## src/verilog/dcache_pkg.sv

```systemverilog
// Access-side definitions shared by the controller, both paths and the burst engine
// Reads span at most three dwords and writes at most two
`default_nettype none

package dcache_pkg;

    // Byte length widths, reads 1..8 and writes 1..4
    localparam int RD_LEN_W    = 4;
    localparam int WR_LEN_W    = 3;
    // Burst length in dwords, 1..3
    localparam int DWORD_LEN_W = 2;

    // Access state machine
    typedef enum logic [1:0] {
        IDLE          = 2'd0,
        READ_BURST    = 2'd1,
        WRITE_THROUGH = 2'd2
    } ctrl_state_t;

    // Gathered read burst
    // Engine fills dword slots, read path picks bytes by offset
    typedef union packed {
        logic [2:0][31:0] dwords;
        logic [11:0][7:0] bytes;
    } rd_burst_u;

endpackage

`default_nettype wire

```

## src/verilog/read_path.sv

```systemverilog
// Read span decode and alignment of the gathered burst
// read_length is 1..8; rd_offset must be the offset latched at acceptance
`timescale 1ns/1ps
`default_nettype none

module read_path (
    input  logic [dcache_pkg::RD_LEN_W-1:0]    read_length,
    input  logic [31:0]                        read_address,
    input  logic [1:0]                         rd_offset,
    input  dcache_pkg::rd_burst_u              burst_rdata,
    output logic [dcache_pkg::DWORD_LEN_W-1:0] dword_length,
    output logic [63:0]                        read_data
);

    logic [4:0] span_end;
    logic [3:0] byte_idx;

    // ------------------------------------------------------------
    // Dword span
    // ------------------------------------------------------------

    // Offset plus length rounded up to whole dwords
    // 1 dword up to 4 bytes in one word, 3 dwords for long unaligned reads
    assign span_end     = 5'(read_address[1:0]) + 5'(read_length) + 5'd3;
    assign dword_length = span_end[3:2];

    // ------------------------------------------------------------
    // Alignment
    // ------------------------------------------------------------

    // Eight bytes starting at the offset, lowest byte first
    always_comb begin
        byte_idx  = 4'd0;
        read_data = '0;
        for (int i = 0; i < 8; i++) begin
            byte_idx               = 4'(rd_offset) + 4'(i);
            read_data[8*i +: 8]    = burst_rdata.bytes[byte_idx];
        end
    end

endmodule

`default_nettype wire

```

## config.mk

```make
export PLATFORM = sky130hd
export DESIGN_NAME = read_path
export DESIGN_NICKNAME = d
export VERILOG_FILES = /design/src/verilog/dcache_pkg.sv /design/src/verilog/read_path.sv
export SDC_FILE = /design/constraint.sdc
export NUM_CORES = 1
export LEC_CHECK = 0
export ABC_AREA = 1
export BUFFER_PORTS_ARGS = -buffer_cell sky130_fd_sc_hd__buf_4
export CAP_MARGIN = 20
export CORE_MARGIN = 2
export CORE_UTILIZATION = 41
export DETAILED_ROUTE_END_ITERATION = 16
export GPL_TIMING_DRIVEN = 0
export PLACE_DENSITY_LB_ADDON = 0.15
export SLEW_MARGIN = 20
export SYNTH_ARGS = -nofsm -noshare
export SYNTH_HDL_FRONTEND = slang
export SYNTH_SLANG_ARGS = --single-unit
```

## constraint.sdc

```tcl
create_clock -name vclk -period 2.7
set_clock_uncertainty 0.2 [all_clocks]
set_input_delay 0.54 -clock vclk [all_inputs]
set_output_delay 0.54 -clock vclk [all_outputs]
set_load 0.02 [all_outputs]
```

# Word-level counts from Yosys, hierarchy flattened
# Cells that the tools add are included.
# word_totals
ff_bits	0
out_inout_bits	66
input_bits	134
# classes
order_cmp	8
addsub	9
muxes	16
# op_table
op	count
8-bit binary-select mux with 4-bit select	7
8-bit 2-to-1 mux	8
4-bit by 5-bit less-than comparator with 1-bit output (second input constant)	4
2-bit by 3-bit adder with 4-bit output (second input constant)	4
8-bit binary-select mux with 2-bit select	1
3-bit by 5-bit less-than comparator with 1-bit output (second input constant)	3
2-bit by 2-bit adder with 3-bit output (second input constant)	2
2-bit by 5-bit less-than comparator with 1-bit output (second input constant)	1
2-bit by 4-bit adder with 4-bit output	1
4-bit by 2-bit adder with 4-bit output (second input constant)	1
2-bit by 1-bit adder with 3-bit output (second input constant)	1

# Longest topological paths before layout
# Gate-level depths: netlist of run 1.
# depth
word_depth	3
ltp_mapped	11

# Least setup slack after synthesis of run 1
# Ideal clock, no wire load.
# synth_path
kind	input to output
startpoint	input rd_offset[0]
endpoint	output read_data[11]
arrival_time_ps	1990
required_ps	1960
path_stages	10
slack_ps	-30
path_cell_list	buf_4 > inv_4 > buf_6 > buf_6 > ha_1 > inv_2 > clkbuf_1 > nand3_1 > nand3_1 > nand2_1
# synth_between
elab_chain_cells	3
# synth_lines
element	line	source
start, declared	read_path.sv:9	input logic [1:0] rd_offset,
2-bit by 1-bit adder with 3-bit output	read_path.sv:36	byte_idx = 4'(rd_offset) + 4'(i);
8-bit binary-select mux with 4-bit select	read_path.sv:37	read_data[8*i +: 8] = burst_rdata.bytes[byte_idx];
8-bit 2-to-1 mux (implied by the code)	read_path.sv:37	
end, declared	read_path.sv:12	output logic [63:0] read_data
# Every way passes these cells. The select of a mux whose other input is x is not followed.

# Worst setup path after layout of run 1
# layout_path
startpoint	input rd_offset[1]
endpoint	output read_data[33]
# layout_between
elab_chain_cells	3
# layout_lines
element	line
2-bit by 3-bit adder with 4-bit output	read_path.sv:36
8-bit binary-select mux with 4-bit select	read_path.sv:37
8-bit 2-to-1 mux (implied by the code)	read_path.sv:37
# Every way passes these cells. The select of a mux whose other input is x is not followed.

==> impl_metrics.prom, run 1 <==
# TYPE chip_impl_metric gauge
chip_impl_metric{name="layout.cells.non_filler",unit=""} 762
chip_impl_metric{name="placedCellCount",unit=""} 756
chip_impl_info{name="cp-end-kind",value="primary output"} 1
chip_impl_metric{name="holdBufCountCts",unit=""} 0
chip_impl_metric{name="pre_cts_ws",unit="ns"} -0.773
chip_impl_metric{name="crit_path_max_fanout",unit=""} 15
chip_impl_metric{name="ys_seq_area_share",unit="%"} 0
chip_impl_metric{name="critPathRequiredTime",unit="ns"} 1.96
chip_impl_metric{name="core_area",unit="µm²"} 5610
chip_impl_metric{name="setup_viol",unit=""} 2
chip_impl_metric{name="detailroute.via_count",unit=""} 4629
chip_impl_info{name="worst_setup_path_type",value="in2out"} 1
chip_impl_metric{name="routing_usage_on_met2",unit="%"} 65.3
chip_impl_metric{name="sequential_cell_area",unit="µm²"} 0
chip_impl_metric{name="grt_antenna_before_repair",unit=""} 0
chip_impl_metric{name="dp_hpwl",unit="mm"} 10.4
chip_impl_metric{name="grtUsageMet1",unit="%"} 52.0
chip_impl_metric{name="core.rowCount",unit=""} 27
chip_impl_metric{name="max_freq",unit="MHz"} 365
chip_impl_metric{name="syn_area",unit="µm²"} 2420
chip_impl_info{name="critPathLaunchType",value="primary input"} 1
chip_impl_metric{name="power_switching",unit="mW"} 0.681
chip_impl_metric{name="power_density",unit="nW/µm²"} 284
chip_impl_metric{name="antenna_cells",unit=""} 0
chip_impl_metric{name="layout-drive-gt1-share",unit="%"} 38.0
chip_impl_info{name="rsz_0062_raised_after_global_routing",value="true"} 1
chip_impl_metric{name="globalRouteTotalUtil",unit="%"} 41.0
chip_impl_metric{name="via_count_of_the_first_global_routing_pass",unit=""} 4163
chip_impl_metric{name="finish.net_count",unit=""} 830
chip_impl_info{name="synth_top_cell_by_area",value="sky130_fd_sc_hd__nand3_1"} 1
chip_impl_metric{name="totalWireLength",unit="mm"} 14.4
chip_impl_metric{name="pwr-share-clk",unit="%"} 0
chip_impl_info{name="worstSetupStartpoint",value="rd_offset[1]"} 1
chip_impl_metric{name="yosysUniqueCellTypes",unit=""} 18
chip_impl_metric{name="timing.final.crit_period",unit="ns"} 2.74
chip_impl_metric{name="gp_routability_congestion",unit=""} 1.02
chip_impl_metric{name="worst-slew-pin-transition",unit="ns"} 0.770
chip_impl_info{name="globalRoute.busiestLayer",value="met2"} 1
chip_impl_metric{name="finalWorstSetupSlack",unit="ns"} -0.0372
chip_impl_metric{name="crit_arrival",unit="ns"} 2.00
chip_impl_metric{name="hold_slack",unit="ns"} 1.18
chip_impl_metric{name="syn_avg_cell_area",unit="µm²"} 4.71
chip_impl_metric{name="die-height",unit="µm"} 80.9
chip_impl_info{name="outcome",value="finished, violations left"} 1
chip_impl_metric{name="p_sw_share",unit="%"} 57.8
chip_impl_metric{name="cap_violations",unit=""} 0
chip_impl_metric{name="static-leakage-power",unit="nW"} 2.31
chip_impl_info{name="synth_area_leaders",value="sky130_fd_sc_hd__nand3_1 33%, sky130_fd_sc_hd__nand2_1 32%, sky130_fd_sc_hd__o21ai_0 6.6%"} 1
chip_impl_metric{name="route.detailed.vias_per_inst",unit=""} 6.07
chip_impl_metric{name="intPower",unit="mW"} 0.497
chip_impl_metric{name="grt_use_met3",unit="%"} 10.2
chip_impl_metric{name="synth-warning-count",unit=""} 0
chip_impl_metric{name="maxSlewViolCount",unit=""} 0
chip_impl_metric{name="clock_buffer_instance_count_of_the_final_layout",unit=""} 0
chip_impl_metric{name="wire_length_of_the_first_global_routing_pass",unit="mm"} 20.5
chip_impl_metric{name="syn_inst",unit=""} 514
chip_impl_info{name="violations_in_the_final_reports",value="negative setup slack"} 1
chip_impl_metric{name="detail_route.wl_per_cell",unit="µm"} 18.9
chip_impl_metric{name="share_of_the_synthesized_area_in_the_top_cell_type",unit="%"} 33.1
chip_impl_metric{name="report.final.hold_viol_count",unit=""} 0
chip_impl_metric{name="die_width",unit="µm"} 80.9
chip_impl_metric{name="drc_errors",unit=""} 0
chip_impl_metric{name="die-area",unit="µm²"} 6540
chip_impl_metric{name="area_delta_synth_final",unit="%"} 71.4
chip_impl_metric{name="gate_power_share",unit="%"} 100.0
chip_impl_metric{name="numPortBuffers",unit=""} 170
chip_impl_metric{name="detail-route-antenna-nets",unit=""} 0
chip_impl_metric{name="grt_overflow_total",unit=""} 0
chip_impl_metric{name="timing.max_slew.rel_slack",unit="%"} 48.7
chip_impl_info{name="hp-start",value="read_length[3]"} 1
chip_impl_metric{name="irDropWorstVdd",unit="µV"} 169
chip_impl_metric{name="pwr-share-seq",unit="%"} 0
chip_impl_metric{name="dr_iter_0_viols",unit=""} 599
chip_impl_info{name="min_path_type",value="in2out"} 1
chip_impl_metric{name="num_io_pins",unit=""} 200
chip_impl_metric{name="mapped_nets",unit=""} 652
chip_impl_metric{name="sequential_cell_total",unit=""} 0
chip_impl_metric{name="floorplan.initialDensity",unit="%"} 43.2
chip_impl_metric{name="fin_crit_sh",unit="%"} 101
chip_impl_metric{name="maximum_number_of_pins_on_one_net_before_global_route_repair",unit=""} 19
chip_impl_metric{name="drt_pass1_iterations",unit=""} 5
## cell usage after synthesis (all sizes together)
cell type    n
xor2         1
buf         33
nor2         4
ha           3
clkbuf       8
o21ai       46
nand3      160
nand2      208
inv         36
fa           1
o211ai      14
## what timing repair did
item	CTS	global route
hold endpoints to repair	0	0
resized for setup	37	27
endpoints found under the setup margin	32	24
setup buffers	5	2
cloned	1	1
pin swaps	5	4
## routing by layer
metal	vias up	wire length (µm)
met5	-	0
met4	0	589
met3	72	2420
met2	468	6260
met1	2020	5120
li1	2069	-
## power groups by stage
| stage | clock [mW] | sequential (mW) | combinational, mW |
|---|---|---|---|
| global placement | 0 | 0 | 1.04 |
| finish | 0 | 0 | 1.18 |
| global route | 0 | 0 | 1.24 |
| floorplan | 0 | 0 | 0.580 |
| CTS | 0 | 0 | 1.11 |
| detailed placement | 0 | 0 | 1.05 |
## layout by cell type (no fill, tap or decap), types with 3 or more instances in the layout
cell,netlist,layout
sky130_fd_sc_hd__nand2_1,208,192
sky130_fd_sc_hd__clkbuf_1,8,3
sky130_fd_sc_hd__o211ai_2,9,9
sky130_fd_sc_hd__o211ai_1,5,5
sky130_fd_sc_hd__buf_8,0,5
sky130_fd_sc_hd__nand2_2,0,16
sky130_fd_sc_hd__nand3_2,0,17
sky130_fd_sc_hd__buf_6,5,12
sky130_fd_sc_hd__o21ai_1,14,14
sky130_fd_sc_hd__inv_1,33,31
sky130_fd_sc_hd__nand3_1,160,143
sky130_fd_sc_hd__o21ai_0,32,32
sky130_fd_sc_hd__buf_4,7,177
sky130_fd_sc_hd__buf_2,19,14
sky130_fd_sc_hd__nor2_1,4,4
## worst max-delay path, stage by stage
cell	delay (ns)
sky130_fd_sc_hd__buf_4	0.15
sky130_fd_sc_hd__inv_4	0.20
sky130_fd_sc_hd__clkbuf_1	0.60
sky130_fd_sc_hd__o21ai_0	0.28
sky130_fd_sc_hd__buf_4	0.22
## final timing paths
| kind | to | slack, ns | cells past startpoint |
|---|---|---|---|
| setup / recovery | read_data[33] | -0.04 | 5 |
| hold / removal | dword_length[1] | 1.18 | 3 |
## kinds of logic (layout without fill, tap and decap cells)
kind of cell	Yosys count	in the layout	share of synthesized area, %
and+or+nand+nor	372	372	65.9
AOI/OAI and AO/OA	60	60	15.7
adders and majority gates	4	4	2.38
xor gates and xnor gates	1	1	0.362
buffers and inverters	77	253	15.7
## through the flow
| stage | power [mW] | util (%) | cell area [µm²] | setup TNS, ns |
|---|---|---|---|---|
| 5_1_grt | 1.24 | 74.0 | 4150 | -0.0658 |
| 3_5_place_dp | 1.05 | 68.4 | 3830 | -21.31 |
| 3_3_place_gp | 1.04 | 68.4 | 3830 | -21.50 |
| 2_1_floorplan | 0.580 | - | 2470 | -0.0167 |
| 6_report | 1.18 | 74.0 | 4150 | -0.0399 |
| 4_1_cts | 1.11 | 71.6 | 4010 | 0 |
## layout make-up
type               instances  area, µm²
well taps                 72       90.1
repair buffers           179       1410
plain buffers             38        317
inverters                 36        153
fillers                  487       1460
multi-input cells        437       2180
(Power assumes the default switching activity.)
==> run 2: changes to the inputs <==
Settings changed: CORE_UTILIZATION 41 to 43.
Clock period 2.7 ns to 3.35 ns, I/O delays scaled along.
==> impl_metrics.prom, run 2 (synthesized netlist as in run 1, its figures left out) <==
# TYPE chip_impl_metric gauge
chip_impl_metric{name="maxSlewViolCount",unit=""} 0
chip_impl_metric{name="holdBufCountCts",unit=""} 0
chip_impl_metric{name="report.final.hold_viol_count",unit=""} 0
chip_impl_metric{name="timing.final.crit_period",unit="ns"} 3.30
chip_impl_metric{name="placedCellCount",unit=""} 756
chip_impl_metric{name="worst_path_largest_cell_delay",unit="ns"} 0.32
chip_impl_metric{name="dr_iter_0_viols",unit=""} 670
chip_impl_metric{name="floorplan.initialDensity",unit="%"} 44.3
chip_impl_info{name="crit_path_max_delay_cell_type",value="sky130_fd_sc_hd__buf_2"} 1
chip_impl_info{name="cp-end-kind",value="primary output"} 1
chip_impl_metric{name="intPower",unit="mW"} 0.350
chip_impl_metric{name="core_utilization_of_the_finished_layout",unit="%"} 70.1
chip_impl_metric{name="fin_crit_sh",unit="%"} 98.4
chip_impl_info{name="rsz_0062_raised_after_global_routing",value="false"} 1
chip_impl_metric{name="die-height",unit="µm"} 79.1
chip_impl_metric{name="numPortBuffers",unit=""} 170
chip_impl_info{name="critPathLaunchType",value="primary input"} 1
chip_impl_metric{name="globalRouteTotalUtil",unit="%"} 41.6
chip_impl_metric{name="die-area",unit="µm²"} 6250
chip_impl_info{name="outcome",value="completed"} 1
chip_impl_metric{name="gate_power_share",unit="%"} 100.0
chip_impl_metric{name="detail_route.wl_per_cell",unit="µm"} 18.5
chip_impl_metric{name="grt_antenna_before_repair",unit=""} 0
chip_impl_metric{name="power_switching",unit="mW"} 0.520
chip_impl_metric{name="finish.net_count",unit=""} 823
chip_impl_info{name="worst_setup_path_type",value="in2out"} 1
chip_impl_metric{name="layout-drive-gt1-share",unit="%"} 32.1
chip_impl_metric{name="gp_routability_congestion",unit=""} 1.04
chip_impl_metric{name="irDropWorstVdd",unit="µV"} 128
chip_impl_metric{name="detailroute.via_count",unit=""} 4602
chip_impl_info{name="final_common_cell",value="sky130_fd_sc_hd__nand2_1"} 1
chip_impl_metric{name="critPathRequiredTime",unit="ns"} 2.48
chip_impl_metric{name="drc_errors",unit=""} 0
chip_impl_metric{name="timing.max_slew.rel_slack",unit="%"} 50.1
chip_impl_metric{name="core.rowCount",unit=""} 27
chip_impl_metric{name="core_area",unit="µm²"} 5470
chip_impl_metric{name="static-leakage-power",unit="nW"} 2.20
chip_impl_info{name="timing.critical_path.mode_cell",value="sky130_fd_sc_hd__buf_4"} 1
chip_impl_metric{name="cap_violations",unit=""} 0
chip_impl_info{name="hp-start",value="read_length[3]"} 1
chip_impl_metric{name="max_freq",unit="MHz"} 303
chip_impl_metric{name="area_delta_synth_final",unit="%"} 58.4
chip_impl_metric{name="totalWireLength",unit="mm"} 13.9
chip_impl_metric{name="timing.hold.worst_path_depth",unit=""} 3
chip_impl_metric{name="route.detailed.vias_per_inst",unit=""} 6.10
chip_impl_metric{name="power_density",unit="nW/µm²"} 227
chip_impl_metric{name="antenna_cells",unit=""} 0
chip_impl_metric{name="via_count_of_the_first_global_routing_pass",unit=""} 4169
chip_impl_metric{name="pwr-share-clk",unit="%"} 0
chip_impl_metric{name="worst-slew-pin-transition",unit="ns"} 0.748
chip_impl_metric{name="dp_hpwl",unit="mm"} 10.3
chip_impl_metric{name="wire_length_of_the_first_global_routing_pass",unit="mm"} 20.4
chip_impl_info{name="crit_family",value="buffers and inverters"} 1
chip_impl_metric{name="pwr-share-seq",unit="%"} 0
chip_impl_metric{name="sequential_cell_area",unit="µm²"} 0
chip_impl_metric{name="number_of_buffers_and_inverters_on_the_critical_path",unit=""} 7
chip_impl_metric{name="crit_path_max_fanout",unit=""} 19
chip_impl_metric{name="clock_buffer_instance_count_of_the_final_layout",unit=""} 0
chip_impl_metric{name="maximum_number_of_pins_on_one_net_before_global_route_repair",unit=""} 20
chip_impl_metric{name="layout.cells.non_filler",unit=""} 755
chip_impl_metric{name="crit_arrival",unit="ns"} 2.43
chip_impl_metric{name="sequential_cell_total",unit=""} 0
chip_impl_metric{name="p_sw_share",unit="%"} 59.8
chip_impl_info{name="min_path_type",value="in2out"} 1
chip_impl_metric{name="fin_area",unit="µm²"} 3840
chip_impl_metric{name="die_width",unit="µm"} 79.1
chip_impl_metric{name="detail-route-antenna-nets",unit=""} 0
chip_impl_metric{name="drt_pass1_iterations",unit=""} 6
chip_impl_metric{name="setup_viol",unit=""} 0
chip_impl_info{name="crit_chain",value="buf_4 > buf_4 > inv_4 > buf_12 > ha_1 > buf_2 > buf_2 > nand3_1 > nand2_1 > buf_4"} 1
chip_impl_info{name="hold_path_end",value="dword_length[1]"} 1
chip_impl_metric{name="grt_overflow_total",unit=""} 0
chip_impl_metric{name="num_io_pins",unit=""} 200
chip_impl_metric{name="placement_stage_cell_area",unit="µm²"} 3790
chip_impl_info{name="most-common-layout-cells",value="208 x sky130_fd_sc_hd__nand2_1, 178 x sky130_fd_sc_hd__buf_4, 160 x sky130_fd_sc_hd__nand3_1"} 1
==> run 2: cell count changes in the layout (fill, tap and decap cells not counted), sizes merged <==
cell      change
buf           -8
inv           +1
clkbuf        +1
clkinvlp      -1
==> run 2: per-layer routing <==
metal	vias up	global-route usage [%]	routed length (µm)
met3	87	7.39	1960
met1	2010	52.2	5060
li1	2060	-	-
met2	445	68.6	6190
met4	0	19.8	739
met5	-	0	0
==> run 2: cell type report <==
| class | instances | area, µm² |
|---|---|---|
| multi-input cells | 437 | 2040 |
| fillers | 550 | 1640 |
| repair buffers | 171 | 1280 |
| plain buffers | 39 | 279 |
| inverters | 36 | 141 |
| well taps | 72 | 90.1 |
==> run 2: worst max path at each step <==
| stage | from | end | slack, ns | depth (start not counted) |
|---|---|---|---|---|
| 3_3_place_gp | rd_offset[1] | read_data[30] | -0.42 | 10 |
| 4_1_cts | rd_offset[0] | read_data[12] | 0.02 | 12 |
| 5_1_grt | rd_offset[0] | read_data[14] | 0.004 | 12 |
| 6_report | rd_offset[0] | read_data[30] | 0.05 | 10 |
| 3_5_place_dp | rd_offset[1] | read_data[30] | -0.44 | 10 |
| 2_1_floorplan | rd_offset[0] | read_data[11] | 0.36 | 10 |
==> run 2: timing repair <==
item / in CTS / in global routing
setup buffers: 1 / 0
setup endpoints to repair: 32 / 28
resized for setup: 13 / 8
==> run 2: power by group through the flow <==
stage | Clock [mW] | Sequential (mW) | Combinational [mW]
after floorplan | 0 | 0 | 0.454
after global placement | 0 | 0 | 0.818
after detailed placement | 0 | 0 | 0.828
after CTS | 0 | 0 | 0.838
after global routing | 0 | 0 | 0.916
final | 0 | 0 | 0.871
==> run 2: worst min-delay path: stages <==
cell and delay [ns]:
sky130_fd_sc_hd__buf_4 0.08, sky130_fd_sc_hd__xor2_1 0.05, sky130_fd_sc_hd__buf_4 0.15
==> run 2: metrics by stage <==
step	power (mW)	worst slack, ns	TNS [ns]	hold slack [ns]
final	0.871	0.0530	0	1.42
after global placement	0.818	-0.416	-9.60	1.42
after CTS	0.838	0.0194	0	1.42
after global routing	0.916	0.00399	0	1.43
after floorplan	0.454	0.360	0	1.26
after detailed placement	0.828	-0.437	-10.27	1.42
==> run 3: changes to the inputs <==
Settings changed: CORE_UTILIZATION 43 to 41.
Clock period 3.35 ns to 3.2 ns, I/O delays scaled along.
==> impl_metrics.prom, run 3 (synthesized netlist as in run 1, its figures left out) <==
# TYPE chip_impl_metric gauge
chip_impl_metric{name="die-height",unit="µm"} 80.9
chip_impl_metric{name="timing.final.crit_period",unit="ns"} 3.17
chip_impl_metric{name="gp_routability_congestion",unit=""} 1.01
chip_impl_metric{name="setup-tns-final",unit="ns"} 0
chip_impl_metric{name="detailroute.via_count",unit=""} 4529
chip_impl_metric{name="irDropWorstVdd",unit="µV"} 141
chip_impl_metric{name="drc_errors",unit=""} 0
chip_impl_metric{name="num_io_pins",unit=""} 200
chip_impl_metric{name="totalWireLength",unit="mm"} 13.8
chip_impl_metric{name="route.detailed.vias_per_inst",unit=""} 5.97
chip_impl_metric{name="dr_iter_0_viols",unit=""} 561
chip_impl_info{name="cp-end-kind",value="primary output"} 1
chip_impl_metric{name="via_count_of_the_first_global_routing_pass",unit=""} 4025
chip_impl_metric{name="report.final.hold_viol_count",unit=""} 0
chip_impl_metric{name="area_delta_synth_final",unit="%"} 59.5
chip_impl_metric{name="numPortBuffers",unit=""} 170
chip_impl_metric{name="layout.cells.non_filler",unit=""} 758
chip_impl_metric{name="power_density",unit="nW/µm²"} 236
chip_impl_metric{name="finish.net_count",unit=""} 826
chip_impl_metric{name="sequential_cell_area",unit="µm²"} 0
chip_impl_metric{name="detail_route.wl_per_cell",unit="µm"} 18.2
chip_impl_metric{name="setup_viol",unit=""} 0
chip_impl_metric{name="gate_power_share",unit="%"} 100.0
chip_impl_metric{name="crit_arrival",unit="ns"} 2.33
chip_impl_metric{name="placedCellCount",unit=""} 756
chip_impl_metric{name="grt_overflow_total",unit=""} 0
chip_impl_metric{name="sequential_cell_total",unit=""} 0
chip_impl_info{name="most-common-layout-cells",value="208 x sky130_fd_sc_hd__nand2_1, 181 x sky130_fd_sc_hd__buf_4, 160 x sky130_fd_sc_hd__nand3_1"} 1
chip_impl_info{name="final_common_cell",value="sky130_fd_sc_hd__nand2_1"} 1
chip_impl_metric{name="drt_pass1_iterations",unit=""} 5
chip_impl_info{name="rsz_0062_raised_after_global_routing",value="false"} 1
chip_impl_metric{name="detail-route-antenna-nets",unit=""} 0
chip_impl_metric{name="cap_violations",unit=""} 0
chip_impl_metric{name="pwr-share-seq",unit="%"} 0
chip_impl_info{name="min_path_type",value="in2out"} 1
chip_impl_metric{name="maxSlewViolCount",unit=""} 0
chip_impl_metric{name="critPathRequiredTime",unit="ns"} 2.36
chip_impl_info{name="worst_setup_path_type",value="in2out"} 1
chip_impl_metric{name="clock_buffer_instance_count_of_the_final_layout",unit=""} 0
chip_impl_metric{name="max_freq",unit="MHz"} 316
chip_impl_metric{name="multiInputGateArea",unit="µm²"} 2050
chip_impl_metric{name="dp_hpwl",unit="mm"} 10.3
chip_impl_metric{name="core.rowCount",unit=""} 27
chip_impl_metric{name="die-area",unit="µm²"} 6540
chip_impl_metric{name="number_of_fillers_in_the_final_layout",unit=""} 556
chip_impl_info{name="outcome",value="completed"} 1
chip_impl_metric{name="static-leakage-power",unit="nW"} 2.21
chip_impl_metric{name="power_switching",unit="mW"} 0.541
chip_impl_metric{name="wire_length_of_the_first_global_routing_pass",unit="mm"} 20.1
chip_impl_metric{name="timing.max_slew.rel_slack",unit="%"} 51.1
chip_impl_metric{name="fin_crit_sh",unit="%"} 99.0
chip_impl_metric{name="grt_antenna_before_repair",unit=""} 0
chip_impl_metric{name="layout-drive-gt1-share",unit="%"} 32.5
chip_impl_metric{name="intPower",unit="mW"} 0.369
chip_impl_metric{name="antenna_cells",unit=""} 0
chip_impl_metric{name="core_area",unit="µm²"} 5610
chip_impl_metric{name="worst-slew-pin-transition",unit="ns"} 0.734
chip_impl_metric{name="crit_path_max_fanout",unit=""} 10
chip_impl_info{name="critPathLaunchType",value="primary input"} 1
chip_impl_metric{name="pwr-share-clk",unit="%"} 0
chip_impl_metric{name="floorplan.initialDensity",unit="%"} 43.2
chip_impl_metric{name="maximum_number_of_pins_on_one_net_before_global_route_repair",unit=""} 20
chip_impl_metric{name="globalRouteTotalUtil",unit="%"} 40.1
chip_impl_metric{name="p_sw_share",unit="%"} 59.5
chip_impl_metric{name="die_width",unit="µm"} 80.9
[run 3: final timing paths]
path,startpoint,endpoint,slack [ns],cells after the start
worst max-delay path,rd_offset[0],read_data[29],0.03,11
worst min-delay path,read_length[3],dword_length[1],1.38,3
[run 3: worst max-delay path, cell delays in order]
cell and delay, ns:
sky130_fd_sc_hd__buf_4 0.12, sky130_fd_sc_hd__buf_4 0.16, sky130_fd_sc_hd__inv_4 0.10, sky130_fd_sc_hd__buf_12 0.11, sky130_fd_sc_hd__ha_2 0.29, sky130_fd_sc_hd__inv_2 0.08, sky130_fd_sc_hd__buf_2 0.26, sky130_fd_sc_hd__nand3_1 0.16
sky130_fd_sc_hd__nand3_1 0.15, sky130_fd_sc_hd__nand2_1 0.09, sky130_fd_sc_hd__buf_4 0.16
[run 3: cell type report]
class	count	area share [%]
repair buffers	174	33.8
inverters	36	3.73
plain buffers	39	7.16
multi-input cells	437	53.0
well taps	72	2.33
[run 3: power by group through the flow]
stage               Clock [mW]  Sequential [mW]  Combinational [mW]
detailed placement           0                0               0.866
floorplan                    0                0               0.475
finish                       0                0               0.910
global route                 0                0               0.964
CTS                          0                0               0.877
global placement             0                0               0.856
[run 3: routing by layer]
metal	track usage, %	vias up	share of wire, %
li1	-	2059	-
met1	51.2	1976	37
met2	66.4	409	45
met3	6.67	85	14
met4	16.8	0	4.5
met5	0	-	0
[run 3: repair_timing]
item / 4_1_cts / 5_1_grt
buffers inserted: 0 / 4
hold buffers: 0 / 0
gates resized for setup: 15 / 9
endpoints found under the setup margin: 32 / 32
[run 3: through the flow]
step / power (mW) / cell area (µm²) / hold slack, ns / worst slack [ns] / util (%)
4_1_cts: 0.877 / 3810 / 1.38 / 0.00140 / 68.0
2_1_floorplan: 0.475 / 2420 / 1.20 / 0.270 / -
3_3_place_gp: 0.856 / 3790 / 1.36 / -0.490 / 67.6
5_1_grt: 0.964 / 3860 / 1.39 / 0.00493 / 68.9
3_5_place_dp: 0.866 / 3790 / 1.38 / -0.514 / 67.6
6_report: 0.910 / 3860 / 1.38 / 0.0328 / 68.9
